## config.mk

```make
export PLATFORM = sky130hd
export DESIGN_NAME = cpu_core
export DESIGN_NICKNAME = d
export VERILOG_FILES = /design/src/cpu_isa_pkg.sv /design/src/cpu_ctrl_pkg.sv /design/src/instr_decode.sv /design/src/reg_file.sv /design/src/alu.sv /design/src/result_writeback.sv /design/src/cpu_core.sv
export SDC_FILE = /design/constraint.sdc
export NUM_CORES = 1
export LEC_CHECK = 0
export ABC_AREA = 1
export BUFFER_PORTS_ARGS = -buffer_cell sky130_fd_sc_hd__clkbuf_2
export CORE_ASPECT_RATIO = 1.75
export CORE_UTILIZATION = 52
export DETAILED_ROUTE_END_ITERATION = 8
export HOLD_SLACK_MARGIN = 0.1
export MAX_ROUTING_LAYER = met4
export PLACE_DENSITY = 0.77
export SLEW_MARGIN = 10
export SYNTH_ARGS = -nofsm -noshare
export SYNTH_HDL_FRONTEND = slang
export SYNTH_SLANG_ARGS = --single-unit
```

## constraint.sdc

```tcl
create_clock -name clk -period 8.2 [get_ports clk]
set_input_delay 0.41 -clock clk [delete_from_list [all_inputs] [get_ports clk]]
set_output_delay 0.41 -clock clk [all_outputs]
set_load 0.02 [all_outputs]
```

## src/cpu_isa_pkg.sv

```systemverilog
`default_nettype none

package cpu_isa_pkg;

    // datapath width
    localparam int data_w = 8;

    // register file size and index width
    localparam int reg_count = 8;
    localparam int reg_idx_w = 3;

    // every instruction field is one byte wide
    localparam int field_w = 8;

    // opcode byte of the instruction word
    typedef enum logic [field_w-1:0] {
        loadi  = 8'd0,
        mov    = 8'd1,
        add    = 8'd2,
        sub    = 8'd3,
        and_op = 8'd4,
        or_op  = 8'd5,
        mult   = 8'd6,
        sll    = 8'd7,
        sra    = 8'd8,
        ror    = 8'd9
    } opcode_t;

    // 32-bit instruction word
    // register fields use only their low reg_idx_w bits
    typedef struct packed {
        // [31:24]
        opcode_t              opcode;
        // [23:16]
        logic [field_w-1:0]   dest;
        // [15:8]
        logic [field_w-1:0]   src1;
        // [7:0] second source register or immediate
        logic [field_w-1:0]   src2_imm;
    } instr_t;

endpackage

`default_nettype wire

```

## src/cpu_ctrl_pkg.sv

```systemverilog
`default_nettype none

package cpu_ctrl_pkg;

    // alu function select codes
    typedef enum logic [2:0] {
        sel_fwd  = 3'b000,
        sel_add  = 3'b001,
        sel_and  = 3'b010,
        sel_or   = 3'b011,
        sel_mult = 3'b100,
        sel_sll  = 3'b101,
        sel_sra  = 3'b110,
        sel_ror  = 3'b111
    } alu_sel_t;

    // decoded instruction held for one execute cycle
    typedef struct packed {
        logic                                valid;
        alu_sel_t                            sel;
        // operand 2 from immediate instead of rd_data2
        logic                                use_imm;
        // two's complement of operand 2 for sub
        logic                                negate;
        // instruction is allowed to touch the zero flag
        logic                                upd_zero;
        logic [cpu_isa_pkg::reg_idx_w-1:0]   dest;
        logic [cpu_isa_pkg::reg_idx_w-1:0]   src1;
        logic [cpu_isa_pkg::reg_idx_w-1:0]   src2;
        logic [cpu_isa_pkg::data_w-1:0]      imm;
    } exec_ctrl_t;

    // alu outcome toward register file and result port
    typedef struct packed {
        logic                                valid;
        logic [cpu_isa_pkg::reg_idx_w-1:0]   dest;
        logic [cpu_isa_pkg::data_w-1:0]      data;
        logic                                upd_zero;
    } wb_t;

endpackage

`default_nettype wire

```

## src/instr_decode.sv

```systemverilog
`timescale 1ns/1ps
`default_nettype none

module instr_decode (
    input  wire logic                     clk,
    input  wire logic                     arst_n,
    input  wire cpu_isa_pkg::instr_t      instr,
    input  wire logic                     instr_valid,
    output cpu_ctrl_pkg::exec_ctrl_t      ctrl
);

    cpu_ctrl_pkg::exec_ctrl_t ctrl_next;

    // opcode to control mapping
    always_comb begin
        ctrl_next          = '0;
        // register fields keep only their low bits
        ctrl_next.dest     = instr.dest[cpu_isa_pkg::reg_idx_w-1:0];
        ctrl_next.src1     = instr.src1[cpu_isa_pkg::reg_idx_w-1:0];
        ctrl_next.src2     = instr.src2_imm[cpu_isa_pkg::reg_idx_w-1:0];
        ctrl_next.imm      = instr.src2_imm;
        ctrl_next.valid    = instr_valid;
        ctrl_next.sel      = cpu_ctrl_pkg::sel_fwd;
        case (instr.opcode)
            // forward of the immediate
            cpu_isa_pkg::loadi: begin
                ctrl_next.use_imm = 1'b1;
            end
            // forward of the register in the src2 slot
            cpu_isa_pkg::mov: begin
                ctrl_next.sel = cpu_ctrl_pkg::sel_fwd;
            end
            cpu_isa_pkg::add: begin
                ctrl_next.sel      = cpu_ctrl_pkg::sel_add;
                ctrl_next.upd_zero = 1'b1;
            end
            // sub is add with negated operand 2
            cpu_isa_pkg::sub: begin
                ctrl_next.sel      = cpu_ctrl_pkg::sel_add;
                ctrl_next.negate   = 1'b1;
                ctrl_next.upd_zero = 1'b1;
            end
            cpu_isa_pkg::and_op: ctrl_next.sel = cpu_ctrl_pkg::sel_and;
            cpu_isa_pkg::or_op:  ctrl_next.sel = cpu_ctrl_pkg::sel_or;
            cpu_isa_pkg::mult:   ctrl_next.sel = cpu_ctrl_pkg::sel_mult;
            // shifts take their amount from the immediate
            cpu_isa_pkg::sll: begin
                ctrl_next.sel     = cpu_ctrl_pkg::sel_sll;
                ctrl_next.use_imm = 1'b1;
            end
            cpu_isa_pkg::sra: begin
                ctrl_next.sel     = cpu_ctrl_pkg::sel_sra;
                ctrl_next.use_imm = 1'b1;
            end
            cpu_isa_pkg::ror: begin
                ctrl_next.sel     = cpu_ctrl_pkg::sel_ror;
                ctrl_next.use_imm = 1'b1;
            end
            // unknown opcode, dropped
            default: ctrl_next.valid = 1'b0;
        endcase
    end

    // one execute cycle per accepted instruction
    always_ff @(posedge clk or negedge arst_n) begin
        if (!arst_n) begin
            ctrl <= '0;
        end else begin
            ctrl <= ctrl_next;
        end
    end

endmodule

`default_nettype wire

```

## src/reg_file.sv

```systemverilog
`timescale 1ns/1ps
`default_nettype none

module reg_file (
    input  wire logic                                 clk,
    input  wire logic                                 arst_n,
    input  wire logic [cpu_isa_pkg::reg_idx_w-1:0]    rd_addr1,
    input  wire logic [cpu_isa_pkg::reg_idx_w-1:0]    rd_addr2,
    output logic [cpu_isa_pkg::data_w-1:0]            rd_data1,
    output logic [cpu_isa_pkg::data_w-1:0]            rd_data2,
    input  wire cpu_ctrl_pkg::wb_t                    wb
);

    logic [cpu_isa_pkg::data_w-1:0] regs [cpu_isa_pkg::reg_count];

    // both read ports are plain muxes
    assign rd_data1 = regs[rd_addr1];
    assign rd_data2 = regs[rd_addr2];

    // single write port, driven by the alu outcome
    // write lands on the edge that opens the next read cycle
    always_ff @(posedge clk or negedge arst_n) begin
        if (!arst_n) begin
            for (int i = 0; i < cpu_isa_pkg::reg_count; i++) begin
                regs[i] <= '0;
            end
        end else if (wb.valid) begin
            regs[wb.dest] <= wb.data;
        end
    end

endmodule

`default_nettype wire

```

## src/alu.sv

```systemverilog
`timescale 1ns/1ps
`default_nettype none

module alu (
    input  wire cpu_ctrl_pkg::exec_ctrl_t             ctrl,
    input  wire logic [cpu_isa_pkg::data_w-1:0]       rd_data1,
    input  wire logic [cpu_isa_pkg::data_w-1:0]       rd_data2,
    output cpu_ctrl_pkg::wb_t                         wb,
    output logic                                      add_zero
);

    logic [cpu_isa_pkg::data_w-1:0]   op1;
    logic [cpu_isa_pkg::data_w-1:0]   op2_raw;
    logic [cpu_isa_pkg::data_w-1:0]   op2;
    logic [cpu_isa_pkg::data_w-1:0]   add_result;
    logic [2*cpu_isa_pkg::data_w-1:0] product;
    logic [2*cpu_isa_pkg::data_w-1:0] ror_wide;
    logic [cpu_isa_pkg::data_w-1:0]   result;

    // operand selection
    assign op1     = rd_data1;
    assign op2_raw = ctrl.use_imm ? ctrl.imm : rd_data2;
    // two's complement for sub
    assign op2     = ctrl.negate ? (~op2_raw + 1'b1) : op2_raw;

    // add path, also feeds the zero detect
    assign add_result = op1 + op2;
    assign add_zero   = (add_result == '0);

    // behavioural multiplier, low byte kept
    assign product = op1 * op2;

    // doubled operand, a right shift of it gives the rotate
    assign ror_wide = {op1, op1} >> op2[2:0];

    // function select
    always_comb begin
        result = '0;
        case (ctrl.sel)
            cpu_ctrl_pkg::sel_fwd:  result = op2;
            cpu_ctrl_pkg::sel_add:  result = add_result;
            cpu_ctrl_pkg::sel_and:  result = op1 & op2;
            cpu_ctrl_pkg::sel_or:   result = op1 | op2;
            cpu_ctrl_pkg::sel_mult: result = product[cpu_isa_pkg::data_w-1:0];
            cpu_ctrl_pkg::sel_sll: begin
                // everything shifted out
                if (op2 >= cpu_isa_pkg::data_w) begin
                    result = '0;
                end else begin
                    result = op1 << op2;
                end
            end
            cpu_ctrl_pkg::sel_sra: begin
                // full sign fill
                if (op2 >= cpu_isa_pkg::data_w) begin
                    result = {cpu_isa_pkg::data_w{op1[cpu_isa_pkg::data_w-1]}};
                end else begin
                    result = $signed(op1) >>> op2;
                end
            end
            // amount taken modulo 8
            cpu_ctrl_pkg::sel_ror:  result = ror_wide[cpu_isa_pkg::data_w-1:0];
            default:                result = '0;
        endcase
    end

    // outcome bundle for write port and result register
    always_comb begin
        wb.valid    = ctrl.valid;
        wb.dest     = ctrl.dest;
        wb.data     = result;
        wb.upd_zero = ctrl.upd_zero;
    end

endmodule

`default_nettype wire

```

## src/result_writeback.sv

```systemverilog
`timescale 1ns/1ps
`default_nettype none

module result_writeback (
    input  wire logic                              clk,
    input  wire logic                              arst_n,
    input  wire cpu_ctrl_pkg::wb_t                 wb,
    input  wire logic                              add_zero,
    output logic [cpu_isa_pkg::data_w-1:0]         result,
    output logic [cpu_isa_pkg::reg_idx_w-1:0]      result_dest,
    output logic                                   result_valid,
    output logic                                   zero
);

    // valid pulse and sticky zero flag
    always_ff @(posedge clk or negedge arst_n) begin
        if (!arst_n) begin
            result_valid <= 1'b0;
            zero         <= 1'b0;
        end else begin
            // one cycle per completed instruction
            result_valid <= wb.valid;
            // only add and sub move the flag
            if (wb.valid && wb.upd_zero) begin
                zero <= add_zero;
            end
        end
    end

    // result payload, held between instructions
    always_ff @(posedge clk) begin
        if (wb.valid) begin
            result      <= wb.data;
            result_dest <= wb.dest;
        end
    end

endmodule

`default_nettype wire

```

## src/cpu_core.sv

```systemverilog
`timescale 1ns/1ps
`default_nettype none

module cpu_core (
    input  wire logic                              clk,
    input  wire logic                              arst_n,
    input  wire cpu_isa_pkg::instr_t               instr,
    input  wire logic                              instr_valid,
    output logic [cpu_isa_pkg::data_w-1:0]         result,
    output logic [cpu_isa_pkg::reg_idx_w-1:0]      result_dest,
    output logic                                   result_valid,
    output logic                                   zero
);

    cpu_ctrl_pkg::exec_ctrl_t         ctrl;
    cpu_ctrl_pkg::wb_t                wb;
    logic [cpu_isa_pkg::data_w-1:0]   rd_data1;
    logic [cpu_isa_pkg::data_w-1:0]   rd_data2;
    logic                             add_zero;

    // input side, decode stage
    instr_decode i_instr_decode (
        .clk         (clk),
        .arst_n      (arst_n),
        .instr       (instr),
        .instr_valid (instr_valid),
        .ctrl        (ctrl)
    );

    // register file, read in execute, written by the alu outcome
    reg_file i_reg_file (
        .clk      (clk),
        .arst_n   (arst_n),
        .rd_addr1 (ctrl.src1),
        .rd_addr2 (ctrl.src2),
        .rd_data1 (rd_data1),
        .rd_data2 (rd_data2),
        .wb       (wb)
    );

    alu i_alu (
        .ctrl     (ctrl),
        .rd_data1 (rd_data1),
        .rd_data2 (rd_data2),
        .wb       (wb),
        .add_zero (add_zero)
    );

    // output side
    result_writeback i_result_writeback (
        .clk          (clk),
        .arst_n       (arst_n),
        .wb           (wb),
        .add_zero     (add_zero),
        .result       (result),
        .result_dest  (result_dest),
        .result_valid (result_valid),
        .zero         (zero)
    );

endmodule

`default_nettype wire

```

After elaboration in Yosys (flattened, before gate mapping)
Cells that the tools add are included.

word-level totals
  bits of input ports = 35
  word-level logic and storage cells = 81
  output and inout port bits = 13
  register bits after elaboration = 101

cells by class
  order comparisons = 5
  reduce and logical (&&, ||, !) cells = 8
  shift operators = 3
  $mul = 1
  add/sub/neg operators = 2
  equality and inequality tests = 16
  muxes and demuxes = 19
  bitwise gates (word level) = 6

operators by type and width
  operator             number
  $mux 8               9
  $bwmux 64            1
  $pmux 8 s8           1
  $bmux 8 s3           2
  $eq 8x3->1 const B   4
  $demux 8 s3          1
  $pmux 3 s7           1
  $eq 8x2->1 const B   2
  $eq 8x4->1 const B   2
  $logic_not 8->1      2
  $shr 16x3->8         1
  $eq 3x3->1 const B   4
  $ge 4x4->1 const B   3
  $not 3->4            3
  $reduce_or 10->1     1
  $add 8x1->8 const B  1
  $add 8x8->8          1
  $and 8x8->8          1
  $eq 8x1->1 const B   1
  $ge 8x4->1 const B   1
  $mul 8x8->8          1
  $not 8->8            1
  $or 8x8->8           1
  $shl 8x8->8          1
  other kinds (9)      14

Longest topological paths before layout
Gate-level depths: netlist of the first run.

  word-level depth = 12
  depth in mapped cells = 44

Cells and area by module
A second synthesis of the first run with hierarchy kept.

second synthesis, totals
  cells, all modules = 1,205
  area total of the unflattened synthesis = 7,981.4 sq um

modules (own cells, without submodules)
  module            seq. area each (sq um)  area each (sq um)  instances  cells an instance
  reg_file          1,601.5                 3,801.1            1          589
  alu               0.0                     3,004.1            1          529
  instr_decode      525.5                   779.5              1          70
  result_writeback  380.4                   396.6              1          17

Worst setup path after synthesis of the first run
No wires, ideal clock.

  path kind = flip-flop to flip-flop
  start point = register i_instr_decode.ctrl[19] (netlist name)
  end point = register i_reg_file.regs[15] in the netlist's numbering
  data arrival time = 5.740 ns
  path buffers = 3
  setup time = 0.118 ns
  stages on the path, launching flop included = 43
  slack = 2.341 ns
  clock period less this slack = 5.859 ns
  cell sequence = dfrtp_1 -> buf_6 -> nor2_2 -> nand3_1 -> nand3_1 -> nand2_1 -> inv_1 -> buf_2 -> ha_1 -> nor2_1 -> nand3_1 -> nand2_1 -> inv_1 -> buf_2 -> ha_1 -> inv_1 -> fa_1 -> inv_1 -> [7 not listed] -> nor2_1 -> o21ai_0 -> and2_0 -> inv_1 -> nand2_1 -> nand2_1 -> nand2_1 -> nand3b_1 -> nand2_1 -> nand2_1 -> nand2_1 -> nand2_1 -> nand2_1 -> nand3_1 -> nand3_1 -> nand2_1 -> nand3_1 -> nand2_1

on the way
  longest elaborated chain between the ends = 8
  elaborated cells on any way between the ends = 16

ends and longest elaborated chain
  element                                                              line            text
  $mux 8 (*)                                                           alu.sv:22       assign op2_raw = ctrl.use_imm ? ctrl.imm : rd_data2;
  $not 8->8                                                            alu.sv:24       assign op2 = ctrl.negate ? (~op2_raw + 1'b1) : op2_raw;
  $add 8x1->8                                                          alu.sv:24
  $mux 8 (*)                                                           alu.sv:24
  parallel branches: the longest is 2 deep, another holds $mul 8x8->8  -
  $pmux 8 s8 (*)                                                       alu.sv:39       case (ctrl.sel)
  $bwmux 64 (*)                                                        reg_file.sv:28  regs[wb.dest] <= wb.data;
  end signal: indexed assignment                                       reg_file.sv:28
  end: declaration                                                     reg_file.sv:14  logic [cpu_isa_pkg::data_w-1:0] regs [cpu_isa_pkg::reg_count];

Mark *: on every way between the ends.
A chain may end at the register's enable or synchronous reset.

Final worst setup path of the first run
  start point = register i_instr_decode.ctrl[9] (netlist name)
  end point = register i_reg_file.regs[63] in the netlist's numbering

on the way
  longest elaborated chain between the ends = 12
  elaborated cells on any way between the ends = 20

ends and longest elaborated chain
  element                                                              line            text
  $not 3->4 (not written as such) (*)                                  reg_file.sv:18  assign rd_data2 = regs[rd_addr2];
  $bmux 8 s3 (*)                                                       reg_file.sv:18
  $mux 8 (not written as such) (*) (2 in series)                       reg_file.sv:18
  $mux 8 (*)                                                           alu.sv:22
  $not 8->8                                                            alu.sv:24
  $add 8x1->8                                                          alu.sv:24
  $mux 8 (*)                                                           alu.sv:24
  parallel branches: the longest is 2 deep, another holds $mul 8x8->8  -
  $pmux 8 s8 (*)                                                       alu.sv:39
  $bwmux 64 (*)                                                        reg_file.sv:28

Mark *: on every way between the ends. The select of a mux whose other input is x is not followed.

==> results of run 1 <==
==> state kept, by name, indices dropped and copies added (netlist names) <==
register / cells
i_result_writeback.result: 8
i_reg_file.regs: 64
i_result_writeback.zero: 1
i_result_writeback.result_dest: 3
i_result_writeback.result_valid: 1
i_instr_decode.ctrl: 21
==> final cells by class <==
cell class / count / area, um2 / area share (%)
flip-flops and latches: 98 / 2510 / 29.7
clock inverters: 6 / 62.6 / 0.741
repair buffers: 55 / 325 / 3.85
well taps: 180 / 225 / 2.67
multi-input cells: 869 / 4590 / 54.3
clock buffers: 10 / 250 / 2.96
inverters: 127 / 487 / 5.76
==> per-layer routing <==
metal  vias to the layer above  share of wire, %  GRT usage, %
li1                       3717                 -             -
met1                      3554                34          34.8
met2                       365                50          57.6
met3                       149               7.5          7.31
met4                         0               8.6          28.0
met5                         -                 0             -
==> power groups by stage <==
stage / clock network (mW) / registers (mW) / logic [mW]
after floorplan: 0 / 0.532 / 0.237
after global routing: 0.461 / 0.531 / 0.373
after detailed placement: 0 / 0.537 / 0.326
final: 0.441 / 0.528 / 0.337
after CTS: 0.442 / 0.528 / 0.329
after global placement: 0 / 0.537 / 0.320
==> kinds of logic after synthesis <==
family | count (synthesis) | synth area share (%)
and+or+nand+nor | 665 | 37.1
buffers and inverters | 163 | 9.29
AOI/OAI and AO/OA | 145 | 11.4
DFF | 98 | 32.1
adders and majority gates | 46 | 8.61
xor gates and xnor gates | 13 | 1.55
==> per-stage QoR <==
step / instance area (um2) / setup WS (ns) / utilization (%)
3_5_place_dp: 8130 / 1.58 / 56.0
3_3_place_gp: 8130 / 1.59 / 56.0
6_report: 8450 / 1.34 / 58.2
5_1_grt: 8450 / 0.841 / 58.2
4_1_cts: 8450 / 1.54 / 58.2
2_1_floorplan: 7820 / 2.34 / -
==> timing repair <==
action                                 4_1_cts  5_1_grt
endpoints found under the hold margin       13        0
setup endpoints to repair                    0        0
hold buffers                                 1        0
==> layout by cell type (no fill, tap or decap), drive strengths merged, types with 4 or more instances in the layout <==
cell type / instances
nand2: 393
and2: 4
dfrtp: 87
o21ai: 66
clkinv: 4
xnor2: 5
o22ai: 4
buf: 18
edfxtp: 11
a21boi: 8
a21oi: 38
nand3b: 6
ha: 33
nor3: 13
nand3: 154
clkbuf: 46
o221ai: 4
xor2: 8
nor2: 87
fa: 13
o211ai: 8
inv: 129
==> final timing paths <==
kind | start | endpoint | slack [ns]
max | i_instr_decode.ctrl[9] | i_reg_file.regs[63] | 1.34
min | instr[9] | i_instr_decode.ctrl[12] | 0.15
max reg2reg | i_instr_decode.ctrl[9] | i_reg_file.regs[63] | 1.34
min reg2reg | i_reg_file.regs[15] | i_reg_file.regs[15] | 0.49
max in group asynchronous | arst_n | i_reg_file.regs[34] | 6.56
min in group asynchronous | arst_n | i_instr_decode.ctrl[16] | 0.43
==> qor.csv, run 1 <==
stage;metric;value;unit
outcome;status;completed;
power_and_ir_drop;internal_power;0.848;mW
final_layout;nets;1241;
worst_setup_path;crit_family;adder cells;
route;wl_per_cell;18.6;um
place;numPortBuffers;37;
die;dieWidth;94.7;um
worst_setup_path;worst-setup-path-type;flop to flop;
route;drt-initial-drc-count;552;
power_and_ir_drop;comb_power_share;25.8;%
synthesis;synth_top_flop_cell;dfrtp_1;
die;io_pins;48;
cts;path_clk_slew;0.08;ns
synthesis;yosys_warnings;0;
place;post-dp-hpwl;18.5;mm
power_and_ir_drop;total_power;1.31;mW
die;die_area;0.0155;mm2
grt;overflow;0;
die;start_util;53.8;%
cts;clkSinkCount;98;
final_layout;n_antenna_cell;0;
synthesis;synthCells;1130;
worst_setup_path;crit_fanout;19;
place;placed_cells;1328;
power_and_ir_drop;leakagePower;4.27;nW
cts;htreeDepth;3;
timing;report.final.slew_viol_count;0;
worst_setup_path;cp_num_cells;37;
grt;grt_pass1_wl;39.1;mm
timing;max_freq;146;MHz
timing;min_period_over_period;83.6;%
synthesis;synth_area;0.00781;mm2
place;gp_congestion;1.06;
worst_hold_path;min_path_type;input pin to flop;
route;drc;0;
route;vias;7785;
synthesis;ys_ff_latch;98;
grt;antenna_found_initial;0;
cts;ctsResizeCount;0;
route;drt-pass1-iter-count;6;
final_layout;areaGrowthSynthToFinish;8.10;%
timing;rsz0062_at_grt;no;
run;cap_violations;0;
grt;grtUsageTotal;34.8;%
final_layout;n_fill_cell;1404;
grt;grt_pass1_vias;7542;
timing;setup_viol;0;
route;via_per_inst;5.79;
synthesis;synth_cell_types;62;
final_layout;drive_above_1_share;10.6;%
cts;worstSkewPairLatency;0.36;ns
timing;period_minus_slack;6.86;ns
power_and_ir_drop;power_frac_seq;40.4;%
cts;cts_tree;yes;
die;core;0.0145;mm2
timing;slew_headroom;25.4;%
synthesis;synth_common_cells;nand2_1, nand3_1, inv_1, dfrtp_1, nor2_1;
synthesis;synth.avg_cell_area;6.92;um2
route;wirelength;25.0;mm
synthesis;synth_area_leaders;dfrtp_1, nand2_1, nand3_1;
synthesis;syn_nets;1211;
power_and_ir_drop;p_sw_share;35.1;%
synthesis;yosys.area.top_type;dfrtp_1;
synthesis;synth_async_sr_flop_share;88.8;%
timing;holdWs;0.149;ns
worst_setup_path;endpoint_kind;flop;
cts;cts_made_buffers;9;
worst_setup_path;critPathMostFrequentCell;nand2_1;
timing;finalClockSkew;0.00980;ns
final_layout;finalNonFillerCells;1345;
power_and_ir_drop;power.share.clock;33.7;%
worst_setup_path;cp.arrival;7.16;ns
synthesis;synth_edf_count;11;
worst_setup_path;start_kind;flop;
worst_setup_path;critPathBufInv;7;
grt;grt_max_degree;75;
power_and_ir_drop;power_density;155;mW/mm2
die;die_h;164;um
timing;tightest_slew;1.11;ns
synthesis;ys_seq_area_share;32.1;%
power_and_ir_drop;p_switching;0.459;mW
cts;cts_buffer_depth;2;
worst_setup_path;critical_path.max_stage_delay;0.55;ns
worst_setup_path;crit_slowest_cell;fa_1;
synthesis;synth_most_common_cell;nand2_1;
timing;tns;0;ns
cts;cts_setup_buffers;0;
worst_setup_path;r2r_cells;37;
worst_hold_path;holdPathStages;1;
timing;hold_viol;0;
cts;clk_root_buffer_cell;clkbuf_16;
die;num_rows;58;
worst_setup_path;cp.required;8.50;ns
route;antenna_left;0;
synthesis;synth_top_area_share;27.9;%
power_and_ir_drop;ir_worst_vdd;0.106;mV
No activity file was read; power rests on OpenSTA's default activity.
==> run 2: changes to the inputs <==
--- a/config.mk
+++ b/config.mk
@@ -12,7 +12,7 @@
 export DETAILED_ROUTE_END_ITERATION = 8
 export HOLD_SLACK_MARGIN = 0.1
 export MAX_ROUTING_LAYER = met4
-export PLACE_DENSITY = 0.77
+export PLACE_DENSITY = 0.8
 export SLEW_MARGIN = 10
 export SYNTH_ARGS = -nofsm -noshare
 export SYNTH_HDL_FRONTEND = slang
==> constraint.sdc (replaced) <==
create_clock -name clk -period 5.55 [get_ports clk]
set_input_delay 0.2775 -clock clk [delete_from_list [all_inputs] [get_ports clk]]
set_output_delay 0.2775 -clock clk [all_outputs]
set_load 0.02 [all_outputs]
==> run 2 against run 1 <==
Compared with the run above:
- via count grew 6.5%
- critical path depth rose by 2
- count of clock-buffer cells in the layout fell by 1
- hold slack improved by 0.020 ns
- global-route usage grew 2.8 points
- utilization grew 8.4 points
- critical path type unchanged
- largest power group unchanged
- highest routed layer unchanged
==> qor.csv, run 2 (same netlist as run 1, synthesis figures left out) <==
stage;metric;value;unit
outcome;status;completed;
grt;grt_pass1_wl;41.8;mm
timing;max_freq;180;MHz
worst_setup_path;crit_slowest_cell;fa_1;
die;die_h;164;um
cts;path_clk_slew;0.07;ns
final_layout;drive_above_1_share;21.5;%
power_and_ir_drop;total_power;2.08;mW
worst_setup_path;worst-setup-path-type;flop to flop;
final_layout;top_register;i_reg_file.regs;
final_layout;areaGrowthSynthToFinish;23.7;%
timing;setup_viol;0;
timing;worst_slack;0.00608;ns
place;place_area;0.00874;mm2
worst_setup_path;cp.required;5.61;ns
timing;hold_viol;0;
cts;clk_root_buffer_cell;clkbuf_16;
final_layout;final_common_cell;nand2_1;
grt;grt_pass1_vias;7979;
cts;htreeDepth;3;
die;io_pins;48;
cts;worstSkewPairLatency;0.36;ns
place;gp_congestion;1.01;
die;die_area;0.0155;mm2
grt;grt_max_degree;49;
worst_setup_path;critPathBufInv;9;
final_layout;final_core_util;66.6;%
cts;clkSinkCount;98;
power_and_ir_drop;ir_worst_vdd;0.272;mV
die;num_rows;58;
worst_hold_path;min_path_type;input pin to flop;
timing;tns;0;ns
cts;cts_made_buffers;9;
final_layout;reg.largest.list;i_reg_file.regs (64), i_instr_decode.ctrl (21), i_result_writeback.result (8);
final_layout;nets;1341;
grt;grtUsageTotal;37.6;%
final_layout;finalNonFillerCells;1447;
route;drt-pass1-iter-count;5;
timing;rsz0062_at_grt;yes;
power_and_ir_drop;leakagePower;4.82;nW
route;vias;8290;
route;wirelength;27.6;mm
final_layout;layout_common_cells;nand2_1, nand3_1, inv_1, buf_4, dfrtp_1;
timing;tightest_slew;1.06;ns
die;dieWidth;94.7;um
die;core;0.0145;mm2
route;via_per_inst;5.73;
route;wl_per_cell;19.1;um
place;placed_cells;1399;
worst_setup_path;crit_fanout;7;
grt;antenna_found_initial;2;
worst_setup_path;endpoint_kind;flop;
worst_setup_path;crit_family;adder cells;
cts;cts_buffer_depth;2;
place;numPortBuffers;37;
route;drc;0;
final_layout;largest_reg_flops;64;
worst_setup_path;start_kind;flop;
power_and_ir_drop;power_density;216;mW/mm2
timing;period_minus_slack;5.54;ns
route;antenna_left;0;
timing;min_period_over_period;99.9;%
place;pre_cts_ws;-0.177;ns
worst_setup_path;critical_path.max_stage_delay;0.51;ns
timing;slew_headroom;28.8;%
timing;finalClockSkew;0.0111;ns
die;start_util;53.8;%
grt;overflow;0;
place;post-dp-hpwl;20.8;mm
route;drt-initial-drc-count;591;
timing;report.final.slew_viol_count;0;
worst_setup_path;cp.arrival;5.60;ns
worst_setup_path;critPathMostFrequentCell;nand2_1;
final_layout;stdcell_area;0.00966;mm2
timing;holdWs;0.169;ns
run;cap_violations;0;
cts;cts_tree;yes;
==> run 2: cell count changes in the layout (fill, tap and decap cells not counted), sizes merged <==
cell	before	now
buf	18	100
dlygate4sd3	1	16
diode	0	2
and2	4	5
bufinv	0	1
clkinv	4	5
==> run 2: path summary, 6_finish.rpt <==
check / start / cells after the start / end / slack (ns)
max in group asynchronous: arst_n / 3 / i_instr_decode.ctrl[8] / 4.02
max: i_instr_decode.ctrl[8] / 39 / i_result_writeback.result[7] / 0.006
max reg2reg: i_instr_decode.ctrl[8] / 39 / i_result_writeback.result[7] / 0.006
min reg2reg: i_reg_file.regs[59] / 2 / i_reg_file.regs[59] / 0.48
min in group asynchronous: arst_n / 2 / i_instr_decode.ctrl[16] / 0.44
min: instr[25] / 3 / i_instr_decode.ctrl[18] / 0.17
==> run 2: routing by layer <==
layer | global-route usage, % | wire length, um | up-vias | part of all wire, %
met5 | - | 0 | - | 0
met4 | 30.2 | 2840 | 0 | 10
met3 | 5.23 | 1380 | 163 | 5.0
met2 | 66.1 | 14500 | 370 | 52
met1 | 35.7 | 8970 | 3830 | 32
li1 | - | - | 3927 | -
==> run 2: layout make-up <==
class	count	area [um2]
Antenna cell	2	5.00
Clock buffer	9	225
Clock inverter	7	92.6
Fill cell	1274	4850
Inverter	127	499
Multi-Input combinational cell	870	4890
Sequential cell	98	2510
Tap cell	180	225
Timing Repair Buffer	153	1210
Timing Repair inverter	1	8.76
==> run 2: where the power goes <==
part | internal (mW) | leakage (nW) | switching (mW)
Clock | 0.363 | 0.156 | 0.306
Combinational | 0.242 | 3.40 | 0.394
Sequential | 0.755 | 1.26 | 0.0252
Total | 1.36 | 4.82 | 0.725
==> run 2: worst reg2reg max path: cells and delay by family, from the launching register on <==
kind	cells	cell delay [ns]
adders and majority gates	6	1.96
buffers and inverters	9	0.61
DFF	1	0.42
AOI/OAI and AO/OA	4	0.52
and+or+nand+nor	20	1.73
==> run 2: what timing repair did <==
item,CTS,global route
setup buffers,0,12
setup endpoints to repair,17,36
hold endpoints to repair,53,1
hold buffers,15,1
resized for setup,7,75
pin swaps,0,43
cloned,0,3
